<file path="src/hdl/exu_pkg.sv">
package exu_pkg;

  localparam int XLEN       = 32;
  localparam int MEM_DATA_W = 64;
  localparam int MEM_STRB_W = MEM_DATA_W / 8;

  // follows rv32 funct3 order
  typedef enum logic [2:0] {
    alu_add,
    alu_sll,
    alu_slt,
    alu_sltu,
    alu_xor,
    alu_srl,
    alu_or,
    alu_and
  } alu_op_t;

  typedef enum logic [3:0] {
    ls_none,
    ls_lb,
    ls_lh,
    ls_lw,
    ls_lbu,
    ls_lhu,
    ls_sb,
    ls_sh,
    ls_sw
  } ls_op_t;

  typedef enum logic [2:0] {
    br_none,
    br_nz,   // alu result nonzero
    br_z,    // alu result zero
    br_jal,
    br_jalr,
    br_jr
  } branch_t;

  typedef enum logic [1:0] {seq_idle, seq_busy, seq_hold} seq_state_t;

  typedef enum logic [2:0] {
    lsu_idle,
    lsu_rd_req,
    lsu_rd_resp,
    lsu_wr_req,
    lsu_wr_addr,   // data taken, address still pending
    lsu_wr_data,   // address taken, data still pending
    lsu_wr_resp
  } lsu_state_t;

  function automatic logic is_load(ls_op_t op);
    return op inside {ls_lb, ls_lh, ls_lw, ls_lbu, ls_lhu};
  endfunction

  function automatic logic is_store(ls_op_t op);
    return op inside {ls_sb, ls_sh, ls_sw};
  endfunction

endpackage

</file>
<file path="src/hdl/exu_alu.sv">
`timescale 1ns/1ps

module exu_alu (
  input  logic [exu_pkg::XLEN-1:0] pc,
  input  logic [exu_pkg::XLEN-1:0] a,
  input  logic [exu_pkg::XLEN-1:0] b,
  input  logic                     use_pc,
  input  logic                     alt,
  input  exu_pkg::alu_op_t         op,
  output logic [exu_pkg::XLEN-1:0] result
);
  import exu_pkg::*;

  logic [XLEN-1:0] opa;
  logic [4:0]      shamt;

  assign opa   = use_pc ? pc : a; // auipc / jal style
  assign shamt = b[4:0];

  always_comb begin
    case (op)
      alu_add:  result = alt ? (opa - b) : (opa + b);
      alu_sll:  result = opa << shamt;
      alu_slt:  result = {{(XLEN-1){1'b0}}, $signed(opa) < $signed(b)};
      alu_sltu: result = {{(XLEN-1){1'b0}}, opa < b};
      alu_xor:  result = opa ^ b;
      alu_srl: begin
        if (alt) begin
          result = $unsigned($signed(opa) >>> shamt); // sra
        end else begin
          result = opa >> shamt;
        end
      end
      alu_or:   result = opa | b;
      alu_and:  result = opa & b;
      default:  result = '0;
    endcase
  end

endmodule

</file>
<file path="src/hdl/exu_lsu.sv">
`timescale 1ns/1ps

module exu_lsu (
  input  logic                           clock,
  input  logic                           reset,
  input  logic                           start,
  input  exu_pkg::ls_op_t                op,
  input  logic [exu_pkg::XLEN-1:0]       addr,
  input  logic [exu_pkg::XLEN-1:0]       store_data,
  output logic                           done,
  output logic [exu_pkg::XLEN-1:0]       load_data,

  output logic                           mem_ar_valid,
  input  logic                           mem_ar_ready,
  output logic [exu_pkg::XLEN-1:0]       mem_ar_addr,
  input  logic                           mem_r_valid,
  output logic                           mem_r_ready,
  input  logic [exu_pkg::MEM_DATA_W-1:0] mem_r_data,

  output logic                           mem_aw_valid,
  input  logic                           mem_aw_ready,
  output logic [exu_pkg::XLEN-1:0]       mem_aw_addr,
  output logic                           mem_w_valid,
  input  logic                           mem_w_ready,
  output logic [exu_pkg::MEM_DATA_W-1:0] mem_w_data,
  output logic [exu_pkg::MEM_STRB_W-1:0] mem_w_strb,
  input  logic                           mem_b_valid,
  output logic                           mem_b_ready
);
  import exu_pkg::*;

  lsu_state_t            state, state_next;
  ls_op_t                op_q;
  logic [XLEN-1:0]       data_q;
  logic [5:0]            lane_shift;
  logic [MEM_STRB_W-1:0] strb_base;
  logic [MEM_DATA_W-1:0] beat;
  logic [XLEN-1:0]       load_ext;

  always_ff @(posedge clock) begin
    if (reset) begin
      state <= lsu_idle;
    end else begin
      state <= state_next;
    end
  end

  // op and store data only arrive with the start pulse
  always_ff @(posedge clock) begin
    if (start) begin
      op_q   <= op;
      data_q <= store_data;
    end
  end

  always_comb begin
    state_next = state;
    case (state)
      lsu_idle: begin
        if (start && is_load(op)) begin
          state_next = lsu_rd_req;
        end else if (start && is_store(op)) begin
          state_next = lsu_wr_req;
        end
      end
      lsu_rd_req:  if (mem_ar_ready) state_next = lsu_rd_resp;
      lsu_rd_resp: if (mem_r_valid) state_next = lsu_idle;
      lsu_wr_req: begin
        if (mem_aw_ready && mem_w_ready) begin
          state_next = lsu_wr_resp;
        end else if (mem_aw_ready) begin
          state_next = lsu_wr_data;
        end else if (mem_w_ready) begin
          state_next = lsu_wr_addr;
        end
      end
      lsu_wr_addr: if (mem_aw_ready) state_next = lsu_wr_resp;
      lsu_wr_data: if (mem_w_ready) state_next = lsu_wr_resp;
      lsu_wr_resp: if (mem_b_valid) state_next = lsu_idle;
      default:     state_next = lsu_idle;
    endcase
  end

  assign mem_ar_valid = (state == lsu_rd_req);
  assign mem_ar_addr  = addr;
  assign mem_r_ready  = (state == lsu_rd_resp);
  assign mem_aw_valid = (state == lsu_wr_req) || (state == lsu_wr_addr);
  assign mem_aw_addr  = addr;
  assign mem_w_valid  = (state == lsu_wr_req) || (state == lsu_wr_data);
  assign mem_b_ready  = (state == lsu_wr_resp);

  assign done = (mem_r_valid && mem_r_ready) || (mem_b_valid && mem_b_ready);

  assign lane_shift = {addr[2:0], 3'b000}; // byte lane in bits

  // store side
  always_comb begin
    case (op_q)
      ls_sb:   strb_base = 8'h01;
      ls_sh:   strb_base = 8'h03;
      ls_sw:   strb_base = 8'h0f;
      default: strb_base = 8'h00;
    endcase
  end

  assign mem_w_data = {{(MEM_DATA_W-XLEN){1'b0}}, data_q} << lane_shift;
  assign mem_w_strb = strb_base << addr[2:0];

  // load side
  assign beat = mem_r_data >> lane_shift;

  always_comb begin
    case (op_q)
      ls_lb:   load_ext = {{24{beat[7]}}, beat[7:0]};
      ls_lh:   load_ext = {{16{beat[15]}}, beat[15:0]};
      ls_lbu:  load_ext = {24'b0, beat[7:0]};
      ls_lhu:  load_ext = {16'b0, beat[15:0]};
      default: load_ext = beat[XLEN-1:0]; // lw
    endcase
  end

  always_ff @(posedge clock) begin
    if (mem_r_valid && mem_r_ready) begin
      load_data <= load_ext;
    end
  end

endmodule

</file>
<file path="src/hdl/exu_sequencer.sv">
`timescale 1ns/1ps

module exu_sequencer (
  input  logic                     clock,
  input  logic                     reset,

  input  logic                     in_valid,
  output logic                     in_ready,
  input  logic [exu_pkg::XLEN-1:0] in_pc,
  input  logic [exu_pkg::XLEN-1:0] in_a,
  input  logic [exu_pkg::XLEN-1:0] in_b,
  input  logic [exu_pkg::XLEN-1:0] in_c,
  input  logic                     in_use_pc,
  input  exu_pkg::alu_op_t         in_alu_op,
  input  logic                     in_alu_alt,
  input  logic [4:0]               in_rd,
  input  logic                     in_rd_from_a,
  input  exu_pkg::ls_op_t          in_ls_op,
  input  exu_pkg::branch_t         in_branch,

  output logic                     out_valid,
  input  logic                     out_ready,
  output logic                     out_rd_wen,
  output logic [4:0]               out_rd_addr,
  output logic [exu_pkg::XLEN-1:0] out_rd_data,

  output logic                     redirect,
  output logic [exu_pkg::XLEN-1:0] redirect_pc,
  output logic [4:0]               busy_rd,

  output logic [exu_pkg::XLEN-1:0] alu_pc,
  output logic [exu_pkg::XLEN-1:0] alu_a,
  output logic [exu_pkg::XLEN-1:0] alu_b,
  output logic                     alu_use_pc,
  output logic                     alu_alt,
  output exu_pkg::alu_op_t         alu_op,
  input  logic [exu_pkg::XLEN-1:0] alu_result,

  output logic                     lsu_start,
  output exu_pkg::ls_op_t          lsu_op,
  output logic [exu_pkg::XLEN-1:0] lsu_store_data,
  input  logic                     lsu_done,
  input  logic [exu_pkg::XLEN-1:0] lsu_load_data
);
  import exu_pkg::*;

  seq_state_t      state, state_next;
  logic            accept;

  logic [XLEN-1:0] pc_q, a_q, b_q, c_q;
  logic            use_pc_q, alt_q, rd_from_a_q;
  alu_op_t         alu_op_q;
  logic [4:0]      rd_q;
  ls_op_t          ls_op_q;
  branch_t         branch_q;

  logic            taken;
  logic [XLEN-1:0] target;

  assign in_ready = (state == seq_idle) || (state == seq_hold && out_ready);
  assign accept   = in_valid && in_ready;

  always_comb begin
    state_next = state;
    if (accept) begin
      state_next = (in_ls_op == ls_none) ? seq_hold : seq_busy;
    end else begin
      case (state)
        seq_busy: if (lsu_done) state_next = seq_hold;
        seq_hold: if (out_ready) state_next = seq_idle;
        default:  ;
      endcase
    end
  end

  always_ff @(posedge clock) begin
    if (reset) begin
      state    <= seq_idle;
      rd_q     <= '0;
      ls_op_q  <= ls_none;
      branch_q <= br_none;
    end else begin
      state <= state_next;
      if (accept) begin
        rd_q     <= in_rd;
        ls_op_q  <= in_ls_op;
        branch_q <= in_branch;
      end
    end
  end

  // operand payload
  always_ff @(posedge clock) begin
    if (accept) begin
      pc_q        <= in_pc;
      a_q         <= in_a;
      b_q         <= in_b;
      c_q         <= in_c;
      use_pc_q    <= in_use_pc;
      alu_op_q    <= in_alu_op;
      alt_q       <= in_alu_alt;
      rd_from_a_q <= in_rd_from_a;
    end
  end

  assign alu_pc     = pc_q;
  assign alu_a      = a_q;
  assign alu_b      = b_q;
  assign alu_use_pc = use_pc_q;
  assign alu_alt    = alt_q;
  assign alu_op     = alu_op_q;

  // lsu latches op and data on this pulse so the request goes out next cycle
  assign lsu_start      = accept && (in_ls_op != ls_none);
  assign lsu_op         = in_ls_op;
  assign lsu_store_data = in_c;

  assign out_valid   = (state == seq_hold);
  assign out_rd_wen  = (rd_q != 5'd0) && !is_store(ls_op_q);
  assign out_rd_addr = rd_q;

  always_comb begin
    if (is_load(ls_op_q)) begin
      out_rd_data = lsu_load_data;
    end else if (rd_from_a_q) begin
      out_rd_data = a_q; // link value
    end else begin
      out_rd_data = alu_result;
    end
  end

  always_comb begin
    case (branch_q)
      br_nz:   taken = |alu_result;
      br_z:    taken = ~|alu_result;
      br_jal,
      br_jalr,
      br_jr:   taken = 1'b1;
      default: taken = 1'b0;
    endcase
  end

  always_comb begin
    case (branch_q)
      br_jalr: target = a_q + c_q;
      br_jr:   target = a_q;
      default: target = pc_q + c_q; // conditional branches and jal
    endcase
  end

  // no prediction, so every taken branch redirects
  assign redirect    = out_valid && taken;
  assign redirect_pc = {target[XLEN-1:1], 1'b0};

  assign busy_rd = (state == seq_idle) ? 5'd0 : rd_q;

endmodule

</file>
<file path="src/hdl/exu_top.sv">
`timescale 1ns/1ps

module exu_top (
  input  logic                           clock,
  input  logic                           reset,

  input  logic                           in_valid,
  output logic                           in_ready,
  input  logic [exu_pkg::XLEN-1:0]       in_pc,
  input  logic [exu_pkg::XLEN-1:0]       in_a,
  input  logic [exu_pkg::XLEN-1:0]       in_b,
  input  logic [exu_pkg::XLEN-1:0]       in_c,
  input  logic                           in_use_pc,
  input  exu_pkg::alu_op_t               in_alu_op,
  input  logic                           in_alu_alt,
  input  logic [4:0]                     in_rd,
  input  logic                           in_rd_from_a,
  input  exu_pkg::ls_op_t                in_ls_op,
  input  exu_pkg::branch_t               in_branch,

  output logic                           out_valid,
  input  logic                           out_ready,
  output logic                           out_rd_wen,
  output logic [4:0]                     out_rd_addr,
  output logic [exu_pkg::XLEN-1:0]       out_rd_data,

  output logic                           redirect,
  output logic [exu_pkg::XLEN-1:0]       redirect_pc,
  output logic [4:0]                     busy_rd,

  output logic                           mem_ar_valid,
  input  logic                           mem_ar_ready,
  output logic [exu_pkg::XLEN-1:0]       mem_ar_addr,
  input  logic                           mem_r_valid,
  output logic                           mem_r_ready,
  input  logic [exu_pkg::MEM_DATA_W-1:0] mem_r_data,
  output logic                           mem_aw_valid,
  input  logic                           mem_aw_ready,
  output logic [exu_pkg::XLEN-1:0]       mem_aw_addr,
  output logic                           mem_w_valid,
  input  logic                           mem_w_ready,
  output logic [exu_pkg::MEM_DATA_W-1:0] mem_w_data,
  output logic [exu_pkg::MEM_STRB_W-1:0] mem_w_strb,
  input  logic                           mem_b_valid,
  output logic                           mem_b_ready
);
  import exu_pkg::*;

  logic [XLEN-1:0] alu_pc, alu_a, alu_b, alu_result;
  logic            alu_use_pc, alu_alt;
  alu_op_t         alu_op;

  logic            lsu_start, lsu_done;
  ls_op_t          lsu_op;
  logic [XLEN-1:0] lsu_store_data, lsu_load_data;

  exu_sequencer u_sequencer (
    .clock, .reset,
    .in_valid, .in_ready, .in_pc, .in_a, .in_b, .in_c, .in_use_pc,
    .in_alu_op, .in_alu_alt, .in_rd, .in_rd_from_a, .in_ls_op, .in_branch,
    .out_valid, .out_ready, .out_rd_wen, .out_rd_addr, .out_rd_data,
    .redirect, .redirect_pc, .busy_rd,
    .alu_pc, .alu_a, .alu_b, .alu_use_pc, .alu_alt, .alu_op, .alu_result,
    .lsu_start, .lsu_op, .lsu_store_data, .lsu_done, .lsu_load_data
  );

  exu_alu u_alu (
    .pc     (alu_pc),
    .a      (alu_a),
    .b      (alu_b),
    .use_pc (alu_use_pc),
    .alt    (alu_alt),
    .op     (alu_op),
    .result (alu_result)
  );

  // alu result doubles as the memory address
  exu_lsu u_lsu (
    .clock, .reset,
    .start      (lsu_start),
    .op         (lsu_op),
    .addr       (alu_result),
    .store_data (lsu_store_data),
    .done       (lsu_done),
    .load_data  (lsu_load_data),
    .mem_ar_valid, .mem_ar_ready, .mem_ar_addr,
    .mem_r_valid, .mem_r_ready, .mem_r_data,
    .mem_aw_valid, .mem_aw_ready, .mem_aw_addr,
    .mem_w_valid, .mem_w_ready, .mem_w_data, .mem_w_strb,
    .mem_b_valid, .mem_b_ready
  );

endmodule

</file>
<file path="config.mk">
export PLATFORM = sky130hd
export DESIGN_NAME = exu_top
export DESIGN_NICKNAME = d
export VERILOG_FILES = /design/src/hdl/exu_pkg.sv /design/src/hdl/exu_alu.sv /design/src/hdl/exu_lsu.sv /design/src/hdl/exu_sequencer.sv /design/src/hdl/exu_top.sv
export SDC_FILE = /design/constraint.sdc
export NUM_CORES = 1
export LEC_CHECK = 0
export BUFFER_PORTS_ARGS = -buffer_cell sky130_fd_sc_hd__buf_2
export CORE_MARGIN = 4
export CORE_UTILIZATION = 25
export CTS_CLUSTER_DIAMETER = 200
export DETAILED_ROUTE_END_ITERATION = 7
export HOLD_SLACK_MARGIN = 0.06
export PLACE_DENSITY = 0.38
export SYNTH_ARGS = -nofsm -noshare
export SYNTH_HDL_FRONTEND = slang
export SYNTH_SLANG_ARGS = --single-unit
</file>
<file path="constraint.sdc">
create_clock -name clock -period 8.8 [get_ports clock]
set_input_delay 0.88 -clock clock [delete_from_list [all_inputs] [get_ports clock]]
set_output_delay 0.88 -clock clock [all_outputs]
set_load 0.03 [all_outputs]
</file>
=== Yosys cells after proc, flatten, opt, wreduce, memory -nomap -nowiden ===
Cells that the tools add are included.

* Add/subtract/negate cells: 4
* $lt $le $gt $ge: 2
* Eq/ne operators: 52
* Shifts and indexed selects: 6
* Muxes and demuxes: 27
* Bitwise logic cells: 3
* Reduce and logical (&&, ||, !) cells: 31

{| class="wikitable"
|+ Operators by type and width
! kind !! count
|-
| case mux 32 bit (8 select lines) || 1
|-
| 2-to-1 mux 32 bit || 5
|-
| case mux 32 bit (4 select lines) || 1
|-
| adder 32 bit || 3
|-
| less-than comparator 32 bit || 2
|-
| case mux 32 bit (2 select lines) || 1
|-
| left shift 32 x 6 -> 64 bit || 1
|-
| right shift 64 x 6 -> 32 bit || 1
|-
| == test 4 x 3 -> 1 bit (second input constant) || 12
|-
| AND 32 bit || 1
|-
| OR 32 bit || 1
|-
| OR reduction 32 bit || 1
|-
| left shift 32 x 5 -> 32 bit || 1
|-
| right shift 32 x 5 -> 32 bit || 1
|-
| >>> shifter 32 x 5 -> 32 bit || 1
|-
| subtractor 32 bit || 1
|-
| bitwise XOR 32 bit || 1
|-
| 2-to-1 mux 3 bit || 10
|-
| == test 3 bit (second input constant) || 9
|-
| case mux 3 bit (7 select lines) || 1
|-
| == test 4 x 2 -> 1 bit (second input constant) || 5
|-
| == test 3 x 2 -> 1 bit (second input constant) || 6
|-
| nonzero test 5 bit || 3
|-
| == test 4 x 1 -> 1 bit (second input constant) || 3
|-
| other kinds (27) || 53
|}

* Register bits: 219
* Bits of input ports: 219
* Output and inout bits: 219

=== Longest topological paths before layout ===
* Depth after elaboration: 9
* Gate-level depth with buffers: 25
* Gate-level depth less buffers: 18

=== Hierarchy ===
Synthesis repeated with hierarchy kept, for this count alone.

* Cell total of the unflattened synthesis: 2830
* Area, all modules: 23892.9 um^2

{| class="wikitable"
|+ Modules (own cells, without submodules)
! module !! instances !! cells each !! area each (um^2) !! seq. area each (um^2)
|-
| exu_alu || 1 || 1458 || 9784.4 || 0.0
|-
| exu_sequencer || 1 || 746 || 8166.6 || 4304.1
|-
| exu_lsu || 1 || 626 || 5941.9 || 2102.0
|}

=== Least setup slack after synthesis ===
Ideal clock, no wire load.

* Path kind: register -> output
* Start: register u_sequencer.use_pc_q (netlist: u_sequencer.alu_use_pc)
* End: output port redirect
* Arrival time: 6490 ps
* Data required time: 7920 ps
* Path slack: 1430 ps
* Cell stages (with the launch flop): 23
* Path through: edfxtp_1 buf_6 buf_4 buf_4 buf_4 buf_2 buf_2 buf_1 mux2i_1 ha_1 clkbuf_1 nor2_1 nand2_1 a311oi_1 o31ai_1 o21ai_0 o21ai_0 o311ai_0 o311ai_0 or2_2 or4_1 o41a_1 a21oi_1

* Word-level cells in the longest chain between the ends: 8
* Elaborated cells between the ends (all ways): 18
* Classes of those cells: add/sub: 2; order compare: 2; shift: 3; mux: 5; bitwise: 3; reduce/logical: 3

{| class="wikitable"
|+ RTL lines
! what !! RTL line !! source
|-
| from (decl) || exu_sequencer.sv:51 || <nowiki>logic use_pc_q, alt_q, rd_from_a_q;</nowiki>
|-
| from (signal assigned) || exu_sequencer.sv:99 || <nowiki>use_pc_q <= in_use_pc;</nowiki>
|-
| 2-to-1 mux 32 bit * || exu_alu.sv:17 || <nowiki>assign opa = use_pc ? pc : a;</nowiki>
|-
| adder 32 bit, or another cell as far along || exu_alu.sv:22 || <nowiki>alu_add: result = alt ? (opa - b) : (opa + b);</nowiki>
|-
| 2-to-1 mux 32 bit, on equally long branches || exu_alu.sv:22, exu_alu.sv:28 ||
|-
| case mux 32 bit (8 select lines) * || exu_alu.sv:21 || <nowiki>case (op)</nowiki>
|-
| named net mem_ar_addr (one bit) || exu_top.sv:33 || <nowiki>output logic [exu_pkg::XLEN-1:0] mem_ar_addr,</nowiki>
|-
| OR reduction 32 bit * || exu_sequencer.sv:134, exu_sequencer.sv:135 ||
|-
| zero test 1 bit || exu_sequencer.sv:135 || <nowiki>br_z: taken = ~|alu_result;</nowiki>
|-
| case mux 1 bit (3 select lines) * || exu_sequencer.sv:133 || <nowiki>case (branch_q)</nowiki>
|-
| logical AND 1 bit * || exu_sequencer.sv:152 || <nowiki>assign redirect = out_valid && taken;</nowiki>
|-
| to (decl) || exu_top.sv:27 || <nowiki>output logic redirect,</nowiki>
|}

The timed path passes the listed nets; every way through them passes the cells marked *.

=== Final worst setup path ===
* Start: register u_sequencer.use_pc_q (netlist: u_sequencer.alu_use_pc)
* End: output port redirect

* Word-level cells in the longest chain between the ends: 8
* Elaborated cells between the ends (all ways): 18
* Classes of those cells: add/sub: 2; order compare: 2; shift: 3; mux: 5; bitwise: 3; reduce/logical: 3

{| class="wikitable"
|+ RTL lines
! what !! RTL line
|-
| 2-to-1 mux 32 bit * || exu_alu.sv:17
|-
| adder 32 bit, or another cell as far along || exu_alu.sv:22
|-
| 2-to-1 mux 32 bit, on equally long branches || exu_alu.sv:22, exu_alu.sv:28
|-
| case mux 32 bit (8 select lines) * || exu_alu.sv:21
|-
| OR reduction 32 bit * || exu_sequencer.sv:134, exu_sequencer.sv:135
|-
| zero test 1 bit || exu_sequencer.sv:135
|-
| case mux 1 bit (3 select lines) * || exu_sequencer.sv:133
|-
| logical AND 1 bit * || exu_sequencer.sv:152
|}

Every way passes the cells marked *; elsewhere a longest branch is shown, timed or not.

==> flow_metrics.tcl <==
set metrics [dict create \
    hold_buffers 0 \
    max_freq_ghz 0.124 \
    clock_sinks 219 \
    clk_latency_ns 0.61 \
    stdcell_area_um2 28500 \
    mostFrequentLayoutCells "buf_2, nand2_1, nor2_1" \
    die_h_um 320 \
    rows 114 \
    die_area_um2 102000 \
    critPathCaptureType "output pin" \
    core-area_um2 96600 \
    hp-class "input port to register" \
    path_cells "buf_4 > mux2_2 > inv_1 > ha_1 > o21ba_2 > o2111ai_1 > and3_1 > o41ai_1 > xnor2_1 > o211ai_1 > nor4_2 > nand4b_1 > or4_1 > or4_1 > o41a_1 > a21oi_1 > buf_2" \
    ys_seq_elements 219 \
    critPathMaxStageDelay_ns 0.69 \
    drc_errors 0 \
    finClkSkew_ns 0.0117 \
    arrival_ns 7.20 \
    place_area_um2 27500 \
    finalCritPeriodShare 0.918 \
    cpMaxStageDelayCell "or4_1" \
    firstDrtPassIters 8 \
    dr.first_iter.drc_count 2178 \
    start_util 0.252 \
    required_ns 7.92 \
    clockRootBuffer "clkbuf_16" \
    yosysUniqueCellTypes 95 \
    cts_tree "done" \
    outcome "finished clean" \
    post_cts_buffers 0 \
    syn_inst 2840 \
    grt_max_degree 106 \
    final_hold_viol_count 0 \
    start_kind "register" \
    htree_num_levels 1 \
    numCtsBuffers 30 \
    antenna_found_initial 10 \
    routed_wl_um 130000 \
    fp.dieW_um 320 \
    crit_buf_inv 3 \
    yosysWarnings 0 \
    port_buffers 436 \
    path_max_fanout 15 \
    hpwl_um 104000 \
    grt_pass1_wl_um 185000 \
    synthArstFlopShare 0 \
    syn_area_per_cell_um2 8.56 \
    grt.overflow.total 0 \
    syn_nets 3189 \
    peakVddDrop_v 0.000138 \
    synth_area_um2 24300 \
    num_io_pins 438 \
    layout-drive-gt1-share 0.237 \
    via_count 24800 \
    final_antenna_net_count 0 \
    routedWlPerCell_um 29.3 \
    layout.cells.most_common "buf_2" \
    grt_use_total 0.243 \
    power_leakage_nw 11.9 \
    synth-main-ff-cell "edfxtp_1" \
    maxCapViolCount 0 \
    grt_pass1_vias 24900 \
    cts.clk_slew.worst_paths_ns 0.06 \
    synth-edff-count 202 \
    critPathKind "register to output pin" \
    tns_ns 0 \
    tightestPinTransition_ns 1.20 \
    via_per_inst 5.57 \
    rsz0062_at_grt "no" \
    post_cts_resized 0 \
    finalCriticalPeriod_ns 8.08 \
    power_density_nw_per_um2 219 \
    relSlewSlack 0.178 \
    yosysSeqAreaShare 0.264 \
    clock_path_buffers 3 \
    path_delay_family "simple AND/OR/NAND/NOR gates" \
    gp_routability_congestion 0.955 \
    area_growth_pct 17.1 \
    nets 3493 \
    setup_violations 0 \
    crit_top_cell "or4_1" \
    drv_slew 0 \
]
[cell families after synthesis]
kind of cell,count (synthesis),synth area share
AND/OR/NAND/NOR,900,0.170
AO/OA/AOI/OAI,804,0.213
buffers and inverters,370,0.0702
multiplexers,365,0.196
flip-flops,219,0.264
adder cells (fa/ha/maj),130,0.0679
XOR/XNOR,51,0.0184
other,1,0.000154
[power breakdown]
group	switching (W)	internal (W)	leakage, nW	total [W]
Clock	0.000514	0.000690	0.455	0.00120
Combinational	0.00246	0.00112	9.42	0.00357
Sequential	0.000158	0.00129	2.05	0.00145
[layout make-up]
| class | count | area, um2 |
|---|---|---|
| inverters | 127 | 482 |
| multi-input cells | 2251 | 16200 |
| fillers | 10400 | 68100 |
| clock buffers | 40 | 830 |
| well taps | 1276 | 1600 |
| repair buffers | 515 | 2800 |
| flip-flops and latches | 219 | 6410 |
| clock inverters | 16 | 125 |
| diodes | 3 | 7.51 |
[layer usage]
layer / up-vias / routed length, um / GRT usage / share of wire
li1: 11200 / - / - / -
met1: 12200 / 54300 / 0.314 / 0.42
met2: 1128 / 62400 / 0.415 / 0.48
met3: 209 / 8940 / 0.0442 / 0.069
met4: 16 / 4620 / 0.0717 / 0.035
met5: - / 107 / 0 / 0.00082
[worst paths after layout]
check                                                         start                                  end  slack [ns]  cells past startpoint
worst max-delay path               u_sequencer.alu_use_pc$_DFFE_PP_                             redirect        0.72                     17
worst min-delay path                                      in_pc[15]     u_sequencer.alu_pc[15]$_DFFE_PP_        0.44                      1
worst max register to register     u_sequencer.alu_use_pc$_DFFE_PP_        u_lsu.load_data[18]$_DFFE_PP_        1.79                     16
worst min register to register  u_sequencer.ls_op_q[0]$_SDFFE_PP0P_  u_sequencer.ls_op_q[0]$_SDFFE_PP0P_        0.46                      2
[state kept, by name, summed over array words and instances (netlist names)]
name and flops:
u_lsu.load_data 32, u_sequencer.branch_q 3, u_sequencer.state 2, u_sequencer.rd_from_a_q 1, u_lsu.state 3, u_lsu.op_q 4, u_sequencer.alu_b 32, u_sequencer.out_rd_addr 5
u_sequencer.c_q 32, u_sequencer.alu_pc 32, u_sequencer.alu_op 3, u_sequencer.alu_alt 1, u_sequencer.ls_op_q 4, u_lsu.data_q 32, u_sequencer.alu_use_pc 1, u_sequencer.alu_a 32
[Yosys cell counts (11+ instances only)]
cell type | instances | area (um2)
nand2_1 | 294 | 1100
nor2_1 | 275 | 1030
a21oi_1 | 216 | 1080
mux2i_1 | 214 | 2140
edfxtp_1 | 202 | 6070
o21ai_0 | 195 | 976
clkbuf_1 | 133 | 499
ha_1 | 127 | 1590
inv_1 | 120 | 450
mux4_2 | 77 | 1730
mux2_2 | 69 | 777
nand3_1 | 59 | 295
nor3_1 | 58 | 290
and2_1 | 52 | 325
a211oi_1 | 41 | 308
buf_4 | 41 | 308
o211ai_1 | 40 | 300
a21o_1 | 38 | 285
a31oi_1 | 33 | 206
buf_1 | 32 | 120
xnor2_1 | 32 | 280
nand2b_1 | 26 | 163
buf_2 | 22 | 110
nor2b_1 | 22 | 138
or3_1 | 21 | 131
and3_1 | 20 | 125
o22ai_1 | 20 | 125
o31ai_1 | 20 | 150
xor2_1 | 19 | 166
dfxtp_1 | 17 | 340
a22oi_1 | 16 | 120
a22o_1 | 15 | 131
nand4_1 | 14 | 87.6
o221ai_1 | 14 | 123
or2_2 | 13 | 81.3
o22a_1 | 12 | 105
nor4_1 | 11 | 68.8
[stage by stage]
stage,utilization,cells,hold slack [ns],setup slack [ns],total power (W)
final,0.295,4447,0.444,0.723,0.00622
after global routing,0.295,4445,0.400,0.501,0.00657
after CTS,0.295,4444,0.393,0.587,0.00626
after detailed placement,0.285,4388,0.453,1.30,0.00501
after global placement,0.285,4388,0.439,1.20,0.00503
after floorplan,-,2840,0.432,1.43,0.00375
Power figures use the tool's default switching activity.
